<file path="src/tcb_lite_pkg.sv">
`default_nettype none

package tcb_lite_pkg;

    ////////////////////
    // bus widths
    ////////////////////

    // data width in bits
    localparam int unsigned DAT = 32;
    // one enable per byte lane
    localparam int unsigned BYT = DAT / 8;
    // byte address width
    localparam int unsigned ADR = 16;

    ////////////////////
    // address map
    ////////////////////

    // number of SRAM words
    localparam int unsigned SRAM_DEPTH = 256;
    // bit 15 clear is SRAM, bit 15 set is the register bank
    localparam int unsigned ADR_SEL = 15;
    // word index sits just above the byte offset, bits 9:2
    localparam int unsigned IDX_LSB = $clog2(BYT);
    localparam int unsigned IDX_W   = $clog2(SRAM_DEPTH);

    typedef logic [ADR-1:0]   adr_t;
    typedef logic [DAT-1:0]   dat_t;
    typedef logic [BYT-1:0]   byt_t;
    typedef logic [IDX_W-1:0] idx_t;

    // word offsets inside the register region
    localparam idx_t REG_SCRATCH0 = idx_t'(0);
    localparam idx_t REG_SCRATCH1 = idx_t'(1);
    localparam idx_t REG_WRCOUNT  = idx_t'(2);

    ////////////////////
    // bus payload
    ////////////////////

    // request, byte enable mode only
    typedef struct packed {
        logic wen;
        adr_t adr;
        byt_t byt;
        dat_t wdt;
    } tcb_req_t;

    // response, vld marks the one cycle the data is valid
    typedef struct packed {
        logic vld;
        dat_t rdt;
        logic err;
    } tcb_rsp_t;

    // demultiplexer target
    typedef enum logic {
        SEL_SRAM,
        SEL_REGS
    } sel_t;

    // register bank handshake FSM
    typedef enum logic {
        REGS_IDLE,
        REGS_RECOVER
    } regs_state_t;

endpackage : tcb_lite_pkg

`default_nettype wire

</file>
<file path="src/tcb_lite_lib_demultiplexer.sv">
`timescale 1ns/1ps
`default_nettype none

module tcb_lite_lib_demultiplexer (
    input  logic                   sub,
    input  logic                   rst,
    // manager side
    input  logic                   man_vld,
    input  tcb_lite_pkg::tcb_req_t man_req,
    output logic                   man_rdy,
    output tcb_lite_pkg::tcb_rsp_t man_rsp,
    // SRAM subordinate
    output logic                   mem_vld,
    output tcb_lite_pkg::tcb_req_t mem_req,
    input  logic                   mem_rdy,
    input  tcb_lite_pkg::tcb_rsp_t mem_rsp,
    // register bank subordinate
    output logic                   reg_vld,
    output tcb_lite_pkg::tcb_req_t reg_req,
    input  logic                   reg_rdy,
    input  tcb_lite_pkg::tcb_rsp_t reg_rsp
);

    import tcb_lite_pkg::*;

    ////////////////////
    // address decode
    ////////////////////

    // target of the current request
    sel_t sel;
    // target of the last transfer, owns the response slot
    sel_t sel_q;
    // handshake at the manager side
    logic trn;

    assign sel = man_req.adr[ADR_SEL] ? SEL_REGS : SEL_SRAM;

    ////////////////////
    // request path
    ////////////////////

    // payload fans out to both, only the target sees vld
    assign mem_req = man_req;
    assign reg_req = man_req;
    assign mem_vld = man_vld && (sel == SEL_SRAM);
    assign reg_vld = man_vld && (sel == SEL_REGS);

    // ready comes from the addressed subordinate
    assign man_rdy = (sel == SEL_SRAM) ? mem_rdy : reg_rdy;

    assign trn = man_vld && man_rdy;

    ////////////////////
    // response path
    ////////////////////

    // fixed one cycle latency, so one registered select is enough
    always_ff @(posedge sub) begin
        if (rst) begin
            sel_q <= SEL_SRAM;
        end else if (trn) begin
            sel_q <= sel;
        end
    end

    // in order by construction, at most one response per cycle
    assign man_rsp = (sel_q == SEL_SRAM) ? mem_rsp : reg_rsp;

    ////////////////////
    // checks
    ////////////////////

    // only one subordinate is addressed at a time
    assert property (@(posedge sub) disable iff (rst)
        !(mem_vld && reg_vld));

    // each subordinate answers only in the slot after its own transfer
    assert property (@(posedge sub) disable iff (rst)
        mem_rsp.vld |-> (sel_q == SEL_SRAM && $past(trn)));

    assert property (@(posedge sub) disable iff (rst)
        reg_rsp.vld |-> (sel_q == SEL_REGS && $past(trn)));

endmodule : tcb_lite_lib_demultiplexer

`default_nettype wire

</file>
<file path="config.mk">
export PLATFORM = sky130hd
export DESIGN_NAME = tcb_lite_lib_demultiplexer
export DESIGN_NICKNAME = d
export VERILOG_FILES = /design/src/tcb_lite_pkg.sv /design/src/tcb_lite_lib_demultiplexer.sv
export SDC_FILE = /design/constraint.sdc
export NUM_CORES = 1
export LEC_CHECK = 0
export ABC_CLOCK_PERIOD_IN_PS = 1950
export BUFFER_PORTS_ARGS = -buffer_cell sky130_fd_sc_hd__buf_2
export CAP_MARGIN = 20
export CORE_AREA = 2 2 104 106
export CTS_CLUSTER_SIZE = 12
export DETAILED_ROUTE_END_ITERATION = 8
export DIE_AREA = 0 0 106 108
export SETUP_SLACK_MARGIN = 0.02
export SYNTH_ARGS = -nofsm -noshare
export SYNTH_HDL_FRONTEND = slang
export SYNTH_SLANG_ARGS = --single-unit
</file>
<file path="constraint.sdc">
create_clock -name sub -period 1.95 [get_ports sub]
set_input_delay 0.39 -clock sub [delete_from_list [all_inputs] [get_ports sub]]
set_output_delay 0.39 -clock sub [all_outputs]
set_load 0.01 [all_outputs]
</file>
==> Word-level counts from Yosys, hierarchy flattened <==
Index checks and enable logic that the tools add are counted.
{ "word_totals": {"ff_bits": 1, "in_bits": 126, "word_cells": 8} }
{ "classes": {"mux": 3, "bitwise": 1, "n_reduce_logical": 3} }
{ "ops": {"columns": ["op", "n"], "rows": [
  ["$mux 34", 1],
  ["$logic_and 1x1->1", 3],
  ["$mux 1", 2],
  ["$not 1->1", 1]
]} }

==> Longest topological paths before layout <==
Gate-level depths: netlist of run 1.
{ "logic_depth": {"ltp_word": 3, "depth_mapped": 3, "ltp_nobuf": 2} }

==> Worst setup path before layout of run 1 <==
OpenSTA, ideal clock, no wires.
{ "synth_timing": {"kind": "register -> output", "startpoint": "register sel_q", "endpoint": "output port man_rsp[10] (netlist name)", "arrival_time_ps": 909, "path_slack_ps": 651, "path_stages_with_launch": 4, "path_buffers": 2, "path_cell_list": "dfxtp_1 > buf_6 > buf_12 > mux2_4"} }
{ "synth_rtl": {"columns": ["item", "line", "rtl"], "rows": [
  ["start, declared", "tcb_lite_lib_demultiplexer.sv:33", "sel_t sel_q;"],
  ["start signal, assigned", "tcb_lite_lib_demultiplexer.sv:63", "sel_q <= sel;"],
  ["end, declared", "tcb_lite_lib_demultiplexer.sv:11", "output tcb_lite_pkg::tcb_rsp_t man_rsp,"]
]} }

==> results, run 1 <==
- The vertical die dimension is 108 um.
- Cells with a size suffix above 1 make up 98.1% of the layout.
- Across the run, the number of max-cap violations was 0.
- The layout overhead on the synthesized area is -7.50%.
- The relative slew slack is 84.1%.
- The number of flip-flops in the largest register was 1.
- At the later pin of the worst-skew pair, clock insertion delay measures 0 ps.
- Buffers placed on the I/O ports in this run total 112.
- The run finished with clean final reports.
- Setup total negative slack on the finished layout was measured at 0 ps.
- Of the post-synthesis cell area, the dominant cell type holds 55.5%.
- The timing startpoint of the critical path is sel_q.
- Along the worst path, the maximum fanout reaches 25.
- The final routed DRC violation total is 0.
- The count of nets after finishing is 283.
- The arrival time at the worst endpoint is 1150 ps.
- STA puts the critical path data required time at 1560 ps.
- The overall routed net length is 3560 um.
- After clock tree synthesis, the clock-pin slew on the worst setup and hold paths is 0 ps.
- The first global-routing pass estimated 4570 um of wire.
- In the final routed layout, each cell accounts on average for 12.2 um.
- The post-route minimum period is 1540 ps.
- After synthesis, the cell types taking the most area are sky130_fd_sc_hd__buf_4, sky130_fd_sc_hd__mux2_4, sky130_fd_sc_hd__buf_12, sky130_fd_sc_hd__mux2_2, sky130_fd_sc_hd__dfxtp_1.
- The static leakage is 0.702 nW.
- VDD sags by at most 0.0603 mV.
- The remaining global-route overflow is 0.
- The cell family contributing the most delay on the critical path is flip-flops.
- The cell taking the most area after synthesis is sky130_fd_sc_hd__buf_4.
- The post-cts sizing count is 0.
- Power spread over the standard cell area amounts to 216 nW/um^2.
- The initial detailed-routing violation count is 30.
- The setup slack of the worst register-to-register path is 1060 ps.
- The cell area after synthesis is 1430 sq um.
- In this design, the stage delay of the slowest critical-path cell is 410 ps.
- The number of nets in the synthesized netlist is 277.
- After legalization and detailed placement, the total HPWL measured 3280 um.
- The final count of negative-setup-slack endpoints is 0.
- For this run, the detailed router's first-pass iteration total came to 2.
- The register area share after synthesis is 1.40%.
- The max-slew violation count came to 0.
- The number of buffers and inverters on the critical path is 2.
- Using the TritonRoute via totals, the vias-per-cell ratio works out to 3.01.
- The type of the worst setup path is register to primary output.
- The via count of the first global-routing pass is 896.
- The number of synthesis warnings is 0.
- The number of antenna diodes is 0.
- The worst path uses 78.7% of the clock period.
- The class of the tightest hold or removal check is input port to register.
- The type of origin of the critical path is a register.
- The worst setup margin is 415 ps.
- The slowest stage cell on the critical path is sky130_fd_sc_hd__dfxtp_2.
- Once the floorplan was initialized, standard cells occupied 14.0% of the core.
- The count of nets left with antenna violations after detail routing is 0.
- Buffers added to address setup during post-CTS repair amount to 0.
- The final-layout worst hold slack is 564 ps.
- The end point of the critical path is man_rsp[1].
- In the final layout, the registers with the most flip-flops are sel_q (1).
- The critical register-to-register path endpoint is sel_q.
- Dividing the synthesized area by the synthesized cell count gives 9.50 sq um.
- The worst setup timing slack at the placement stage is 417 ps.
- Static timing analysis puts the maximum clock frequency at 0.651 GHz.
- Entering global routing, the biggest net connects 26 pins.
- The number of primary I/O pins is 269.
- In this run, synthesis produced a sequential element count of 1.
- Setup repair after global routing left no endpoint under its margin.
- The core footprint is 10,200 sq um.
- The final-report hold violation count is 0.
- The congestion estimate from routability-driven global placement came to 0.619.
- Summing over every cut layer, the via total after detailed routing is 876.
- The register ranked first by flip-flop count is sel_q.
- The maximum clock skew at final layout is 0 ps.
- The die area is 11,400 sq um.
- For this design, the CTS-stage hold fixing added 0 buffers.
- In this run the number of cells on the critical path is 3.
- The nature of the critical path endpoint is a primary output.
- The floorplan step set the die width to 106 um.
- The number of cell instances on the worst register-to-register path is 2.
- The floorplan has 37 rows.
- The number of antenna violations at the first check in global routing is 0.
- For the pin with the worst max-slew slack, the measured transition is 237 ps.
- The gate count of the mapped netlist is 151.
- The global-route usage over all layers is 4.98%.
- The number of different library cells used by synthesis comes to 11.
- The worst register-to-register path begins at sel_q.
- Walking the worst path, the cells encountered are buf_12 -> mux2_2 -> buf_2.
## power breakdown
group	switching [mW]	leakage, nW	internal [mW]
logic	0.0998	0.693	0.163
registers	0.00228	0.00860	0.0219
clock network	0	0	0
total	0.102	0.702	0.185
## layout by cell type, fill, tap and decap left out
cell type	n
sky130_fd_sc_hd__mux2_4	30
sky130_fd_sc_hd__a2111oi_2	1
sky130_fd_sc_hd__buf_2	112
sky130_fd_sc_hd__mux2_2	5
sky130_fd_sc_hd__dfxtp_2	1
sky130_fd_sc_hd__and2_1	1
sky130_fd_sc_hd__buf_4	1
sky130_fd_sc_hd__buf_12	1
sky130_fd_sc_hd__nor2_1	1
sky130_fd_sc_hd__a21oi_2	1
sky130_fd_sc_hd__nor2b_1	1
## worst register-to-register path: stages (launching register included)
cell and delay [ps]:
sky130_fd_sc_hd__dfxtp_2 410, sky130_fd_sc_hd__a21oi_2 50, sky130_fd_sc_hd__a2111oi_2 310
## kinds of logic (layout without fill, tap and decap cells)
logic type / after synthesis / in the layout / share of synthesized area [%]
AOI/OAI and AO/OA: 2 / 2 / 1.66
buffers and inverters: 110 / 114 / 60.5
DFF: 1 / 1 / 1.40
muxes: 35 / 35 / 35.3
and+or+nand+nor: 3 / 3 / 1.13
## cell usage after synthesis (all sizes together)
master / count
a2111oi: 1
a21oi: 1
and2: 1
buf: 110
dfxtp: 1
mux2: 35
nor2: 1
nor2b: 1
## worst min-delay path by stage
stage | from | to | slack, ps | cells past startpoint
2_1_floorplan | rst | sel_q | 460 | 1
3_3_place_gp | rst | sel_q | 570 | 2
3_5_place_dp | rst | sel_q | 580 | 2
4_1_cts | rst | sel_q | 580 | 2
5_1_grt | rst | sel_q | 580 | 2
6_report | rst | sel_q | 560 | 2
## metrics by stage
| step | instance area (sq um) | cells | total power [mW] | utilization, % |
|---|---|---|---|---|
| after CTS | 1330 | 291 | 0.292 | 13.0 |
| after global routing | 1330 | 291 | 0.308 | 13.0 |
| after global placement | 1330 | 291 | 0.287 | 13.0 |
| final | 1330 | 291 | 0.287 | 13.0 |
| after floorplan | 1430 | 151 | 0.386 | - |
| after detailed placement | 1330 | 291 | 0.291 | 13.0 |
## cell type report
type,count,area [sq um]
well taps,136,170
flip-flops and latches,1,21.3
fillers,1160,8900
repair buffers,114,588
multi-input cells,40,547
## routing by layer
layer	vias to the layer above	GRT usage [%]	share of wire [%]
li1	392	-	-
met1	357	4.66	30
met2	82	8.89	46
met3	45	1.39	16
met4	0	4.51	8.1
met5	-	0	0
Note: power is estimated with default switching activity, not from simulation.
==> run 2: changes to the inputs <==
--- a/config.mk
+++ b/config.mk
@@ -5,7 +5,8 @@
 export SDC_FILE = /design/constraint.sdc
 export NUM_CORES = 1
 export LEC_CHECK = 0
-export ABC_CLOCK_PERIOD_IN_PS = 1950
+export ABC_AREA = 1
+export ABC_CLOCK_PERIOD_IN_PS = 1300
 export BUFFER_PORTS_ARGS = -buffer_cell sky130_fd_sc_hd__buf_2
 export CAP_MARGIN = 20
 export CORE_AREA = 2 2 104 106
==> constraint.sdc (replaced) <==
create_clock -name sub -period 1.3 [get_ports sub]
set_input_delay 0.26 -clock sub [delete_from_list [all_inputs] [get_ports sub]]
set_output_delay 0.26 -clock sub [all_outputs]
set_load 0.01 [all_outputs]
==> results, run 2 <==
- The worst setup margin is 20.4 ps.
- The number of different library cells in the post-synthesis netlist is 11.
- The most common library cell in the layout ignoring fill and taps is sky130_fd_sc_hd__buf_2.
- The overall routed net length is 3910 um.
- After floorplanning, the core was divided into 37 placement rows.
- Setup repair after global routing could not meet its margin everywhere.
- Global routing used 5.12% of the available tracks across all layers.
- The share of flip-flops with an asynchronous set or reset is 0%.
- The critical register-to-register path endpoint is sel_q.
- The final count of negative-setup-slack endpoints is 0.
- The flow ran to the end, and the final reports show no timing, DRC or antenna violations.
- At the pin with the least slew margin, the transition time is 130 ps.
- The longest individual stage delay on the worst path is 390 ps.
- The detailed placer's ending HPWL is 3260 um.
- VDD sags by at most 0.106 mV.
- The largest registers in the layout are sel_q (1).
- The last weighted congestion value of the routability-driven placer is 0.618.
- The final-report hold violation count is 0.
- In the final layout, the share of cells above drive strength 1 is 92.6%.
- The number of flip-flops in the largest register is 1.
- In this run the tool buffered the top-level ports with 112 buffer cells.
- On the critical path, the stage with the largest delay is an instance of sky130_fd_sc_hd__dfxtp_4.
- The startpoint identified for the worst hold timing path is rst.
- The biggest area contributor in the post-synthesis netlist is sky130_fd_sc_hd__buf_4.
- 269 I/O pins were placed.
- The cell depth of the worst hold path is 2.
- The setup slack of the worst register-to-register path is 470 ps.
- Yosys mapped a number of flops with a built-in enable equal to 0.
- After the last flow step, the layout net total stands at 291.
- The commonest register cell after synthesis is sky130_fd_sc_hd__dfxtp_1.
- The number of synthesis warnings is 0.
- In this run the worst path has a maximum fanout of 9.
- The die is 106 um wide.
- In this run, post-CTS hold repair placed 0 buffers.
- The share of synthesized area in the top cell type comes to 55.8%.
- At the worst endpoint, the required time is 1040 ps.
- The class of the tightest hold or removal check is input port to register.
- The initial core utilization is 13.9%.
- The register area share after synthesis is 1.40%.
- The number of cell instances on the worst register-to-register path is 3.
- Entering global routing, the biggest net connects 19 pins.
- Summed over all layers, the global routing overflow is 0.
- The detail route stage leaves a number of antenna-violating nets equal to 0.
- The most common cell in the synthesized netlist is sky130_fd_sc_hd__buf_4.
- After floorplanning, the core was sized to cover 10,200 sq um.
- The number of antenna violations at the first check in global routing came to 1.
- For this run, the detailed router's first-pass iteration total came to 3.
- The critical path goes through buf_12 -> mux2_2 -> buf_6.
- The routed design could run at a clock period as short as 1280 ps.
- Sorting the synthesized cells by how often they occur yields sky130_fd_sc_hd__buf_4, sky130_fd_sc_hd__mux2_4, sky130_fd_sc_hd__nand2_1, sky130_fd_sc_hd__mux2_2.
- The maximum clock skew at final layout is 0 ps.
- The clock slew at the register clock pins of the worst setup and hold paths is 0 ps.
- Cells fill 15.5% of the core in the end.
- From synthesis to final layout, the design area changed by 10.9%.
- The number of vias per cell is 3.07.
- The gate count of the mapped netlist is 157.
- More flip-flops sit in one register than any other, and that register is sel_q.
- The via count of the first global-routing pass was 867.
- The sink of the worst hold path is sel_q.
- In the layout the commonest cells are sky130_fd_sc_hd__buf_2, sky130_fd_sc_hd__mux2_4, sky130_fd_sc_hd__buf_6, sky130_fd_sc_hd__nand2_1.
- Of the available clock period, the critical path in the final layout requires 98.4%.
- The later pin in the worst-skew pair is clocked with a latency of 0 ps.
- The worst setup timing slack at the placement stage is 14.1 ps.
- The first routing iteration left 40 violations.
- Once the clock tree was built, the setup fixing pass inserted 0 buffers.
- Max-cap violations in this run came to 0.
- By area the synthesized netlist is led by sky130_fd_sc_hd__buf_4, sky130_fd_sc_hd__mux2_4, sky130_fd_sc_hd__buf_12, sky130_fd_sc_hd__mux2_2, sky130_fd_sc_hd__nand2_1.
- In this run the static leakage power is 0.819 nW.
- The most critical setup path has its startpoint at sel_q.
- At the worst endpoint, the arrival time is 1020 ps.
- The vertical die dimension is 108 um.
- The critical path is of the register to primary output type.
- The die covers 11,400 sq um.
- The maximum clock rate is 0.781 GHz.
- Power comes to 0.582 mW.
- After synthesis, the mean cell area works out to 9.09 sq um.
- Dividing total power by cell area gives a power density of 368 nW/um^2.
- Summing every instance area after synthesis gives 1430 sq um.
- The wire length of the first global-routing pass is 4650 um.
- The type of origin of the critical path is a register.
- The total nets after synthesis is 283.
- In this run the tightest slew margin relative to its limit is 91.3%.
- The startpoint identified for the worst register-to-register timing path is sel_q.
- The worst setup path is captured at a primary output.
- The total via count after detailed routing is 920.
- The max-slew violation count is 0.
- The final routed DRC violation total is 0.
- The average wire per cell in the routed design is 13.0 um.
- After synthesis the netlist holds a flip-flop and latch count of 1.
[run 2: worst max-delay path: cells and delay by family (launching register included)]
family | cells | cell delay (ps)
flops | 1 | 390
mux | 1 | 340
buf+inv | 2 | 270
[run 2: cell type report]
type,instances,area [sq um]
fillers,1128,8650
well taps,136,170
repair buffers,116,838
inverters,3,11.3
diodes,1,2.50
multi-input cells,43,536
flip-flops and latches,1,23.8
[run 2: kinds of logic (layout without fill, tap and decap cells)]
kind of cell,Yosys count,after routing,synth area share (%)
multiplexers,34,34,34.5
flip-flops,1,1,1.40
AO/OA/AOI/OAI,1,1,0.351
other,0,1,0
AND/OR/NAND/NOR,8,8,2.19
buffers and inverters,113,119,61.6
[run 2: metrics by stage]
step	cell area (sq um)	hold slack, ps	setup TNS, ps	std cells
2_1_floorplan	1430	329	0	157
3_3_place_gp	1330	416	0	297
3_5_place_dp	1330	421	0	297
4_1_cts	1330	421	0	297
5_1_grt	1580	424	-22.6	299
6_report	1580	413	0	300
[run 2: per-layer routing]
metal | track usage (%) | routed length [um] | vias to the layer above | part of all wire (%)
li1 | - | - | 408 | -
met1 | 5.02 | 1180 | 379 | 30
met2 | 8.99 | 1950 | 105 | 50
met3 | 2.59 | 600 | 28 | 15
met4 | 2.54 | 178 | 0 | 4.6
met5 | 0 | 0 | - | 0
[run 2: report_power, final]
part            total [mW]  switching (mW)  internal [mW]
clock          0.000000103               0    0.000000103
combinational        0.545           0.190          0.355
sequential          0.0370         0.00492         0.0321
[run 2: worst max-delay path by stage]
stage                             end  slack [ps]  depth (start not counted)
after floorplan           man_rsp[10]         140                          3
after global placement     man_rsp[0]          30                          3
after detailed placement   man_rsp[0]          10                          3
after CTS                  man_rsp[0]          10                          3
after global routing      man_rsp[31]          -9                          3
final                     man_rsp[31]          20                          3
[run 2: timing repair]
| item | 4_1_cts | 5_1_grt |
|---|---|---|
| cloned | 0 | 2 |
| gates resized for setup | 0 | 33 |
| pin swaps | 0 | 0 |
| setup endpoints to repair | 2 | 25 |
==> run 3: changes to the inputs <==
--- a/config.mk
+++ b/config.mk
@@ -13,6 +13,7 @@
 export CTS_CLUSTER_SIZE = 12
 export DETAILED_ROUTE_END_ITERATION = 8
 export DIE_AREA = 0 0 106 108
+export PLACE_DENSITY_LB_ADDON = 0.2
 export SETUP_SLACK_MARGIN = 0.02
 export SYNTH_ARGS = -nofsm -noshare
 export SYNTH_HDL_FRONTEND = slang
==> constraint.sdc (replaced) <==
create_clock -name sub -period 1.3 [get_ports sub]
set_input_delay 0.13 -clock sub [delete_from_list [all_inputs] [get_ports sub]]
set_output_delay 0.13 -clock sub [all_outputs]
set_load 0.01 [all_outputs]
==> results, run 3 (synthesis gave the netlist of run 2 again) <==
- The die area is 11,400 sq um.
- Cells with a size suffix above 1 make up 92.5% of the layout.
- The average wire per cell in the routed design is 10.9 um.
- The critical path required time is 1170 ps.
- The max-slew violation count came to 0.
- Per report_power, the clock group accounts for 0% of the total.
- The logic gate share of total power is 92.4%.
- For this run the aggregate overflow at the end of global routing stands at 0.
- For this block, the via count after detailed routing is 886.
- 269 I/O pins were placed.
- The number of maximum-capacitance constraint violations is 0.
- The most common library cell in the layout ignoring fill and taps is sky130_fd_sc_hd__buf_2.
- IR analysis of the VDD net gives a maximum drop of 0.0835 mV.
- Of the total power, the share spent switching nets is 36.4%.
- In the routed design, unresolved DRC markers number 0.
- The worst setup path is of the register to primary output kind.
- Measured against its own limit, the worst slew margin works out to 82.6%.
- The clock latency on the worst-skew pair is 0 ps.
- The number of vias per cell is 2.97.
- The biggest fanout along the worst timing path is 25.
- Dividing total power by cell area gives a power density of 346 nW/um^2.
- The accumulated negative setup slack is 0 ps.
- The clock slew at the register clock pins of the worst setup and hold paths is 0 ps.
- The number of optimization iterations in the first detailed-route pass is 2.
- STA classifies the critical path startpoint as a register.
- Input and output buffers added on the ports amount to 112.
- The flow ran to the end, and the final reports show no timing, DRC or antenna violations.
- Summed over all nets, the switching power comes to 0.166 mW.
- The number of flip-flops in the largest register is 1.
- The number of antenna violations at the first check in global routing is 1.
- In this run, post-CTS repair resized a total of 0 instances.
- The core region is 10,200 sq um.
- The count of nets after finishing is 289.
- The nature of the critical path endpoint is a primary output.
- At the worst endpoint, the arrival time is 1040 ps.
- The final-report hold violation count is 0.
- Relative to the synthesized area, the layout overhead comes to -7.37%.
- The maximum clock skew at final layout is 0 ps.
- The first global-routing pass estimated 4290 um of wire.
- The largest registers in the layout are sel_q (1).
- Global routing used 4.58% of the available tracks across all layers.
- The count of nets left with antenna violations after detail routing is 0.
- The die is 108 um tall.
- Buffers inserted to repair hold after CTS numbered 0.
- The static leakage is 0.723 nW.
- The internal portion of the total power is 0.290 mW.
- Leaving out fill and tap cells, the most frequent cells in the layout are sky130_fd_sc_hd__buf_2, sky130_fd_sc_hd__mux2_4, sky130_fd_sc_hd__nand2_1, sky130_fd_sc_hd__mux2_2, sky130_fd_sc_hd__inv_1.
- After layout, the worst path uses 90.1% of the clock period.
- The placed instances occupy a cell area of 1320 sq um.
- Ranked by flip-flop count, first place goes to sel_q.
- The overall routed net length is 3240 um.
- The via count of the first global-routing pass is 868.
- The clock period could shrink to 1170 ps.
- Once the floorplan was initialized, standard cells occupied 13.9% of the core.
- Summing all non-filler instances in the final layout gives an area of 1320 sq um.
- The wire-length estimate of the detail-placed layout is 2900 um.
- The fraction of power consumed by sequential logic is 7.6%.
- Entering global routing, the biggest net connects 26 pins.
- The floorplan has 37 rows.
- Setup repair after global routing left no endpoint under its margin.
- The maximum clock rate is 0.853 GHz.
- The worst hold path belongs to the class input port to primary output.
- Once the clock tree was built, the setup fixing pass inserted 0 buffers.
- In this run, the number of DRC markers left after iteration 0 of detailed routing was 22.
- For the pin with the worst max-slew slack, the measured transition is 261 ps.
- Routability-driven placement finished with a final weighted congestion of 0.598.
- The final count of negative-setup-slack endpoints is 0.
- The die width is 106 um.
==> run 3: cell count changes in the layout (fill, tap and decap cells not counted), sizes merged <==
cell and delta:
clkbuf -2
==> run 3: metrics by stage <==
| step | hold WS, ps | total power, mW | worst slack (ps) | utilization, % | instances |
|---|---|---|---|---|---|
| 2_1_floorplan | 199 | 0.601 | 268 | - | 157 |
| 3_3_place_gp | 260 | 0.463 | 135 | 12.9 | 297 |
| 3_5_place_dp | 260 | 0.464 | 120 | 12.9 | 297 |
| 4_1_cts | 260 | 0.465 | 116 | 12.9 | 297 |
| 5_1_grt | 260 | 0.492 | 96.4 | 12.9 | 298 |
| 6_report | 260 | 0.457 | 128 | 12.9 | 298 |
==> run 3: final timing paths <==
path,from,slack [ps],depth (start not counted),to
setup / recovery,sel_q,130,3,man_rsp[2]
hold / removal,man_req[41],260,0,reg_req[41]
setup reg to reg,sel_q,310,3,sel_q
hold reg to reg,sel_q,750,3,sel_q
==> run 3: metal layers <==
metal	vias up	part of all wire, %	global-route usage (%)
li1	403	-	-
met5	-	0	0
met1	360	26	3.57
met4	0	4.7	3.29
met2	96	48	8.29
met3	27	20	2.83
==> run 3: critical path, stage by stage, from the launching register on <==
cell and delay (ps):
sky130_fd_sc_hd__dfxtp_2 330, sky130_fd_sc_hd__buf_12 210, sky130_fd_sc_hd__mux2_2 350, sky130_fd_sc_hd__buf_2 140
==> run 3: area by class of cell <==
cell class	instances	area, sq um
Tap cell	136	170
Multi-Input combinational cell	43	528
Sequential cell	1	21.3
Antenna cell	1	2.50
Fill cell	1197	8910
Inverter	3	11.3
Timing Repair Buffer	114	588
==> run 3: power by group through the flow <==
stage                     registers, mW  logic, mW  clock network, mW
final                            0.0348      0.422        0.000000103
after global routing             0.0350      0.457        0.000000103
after CTS                        0.0348      0.430                  0
after detailed placement         0.0348      0.429                  0
after global placement           0.0347      0.429                  0
after floorplan                  0.0334      0.568                  0
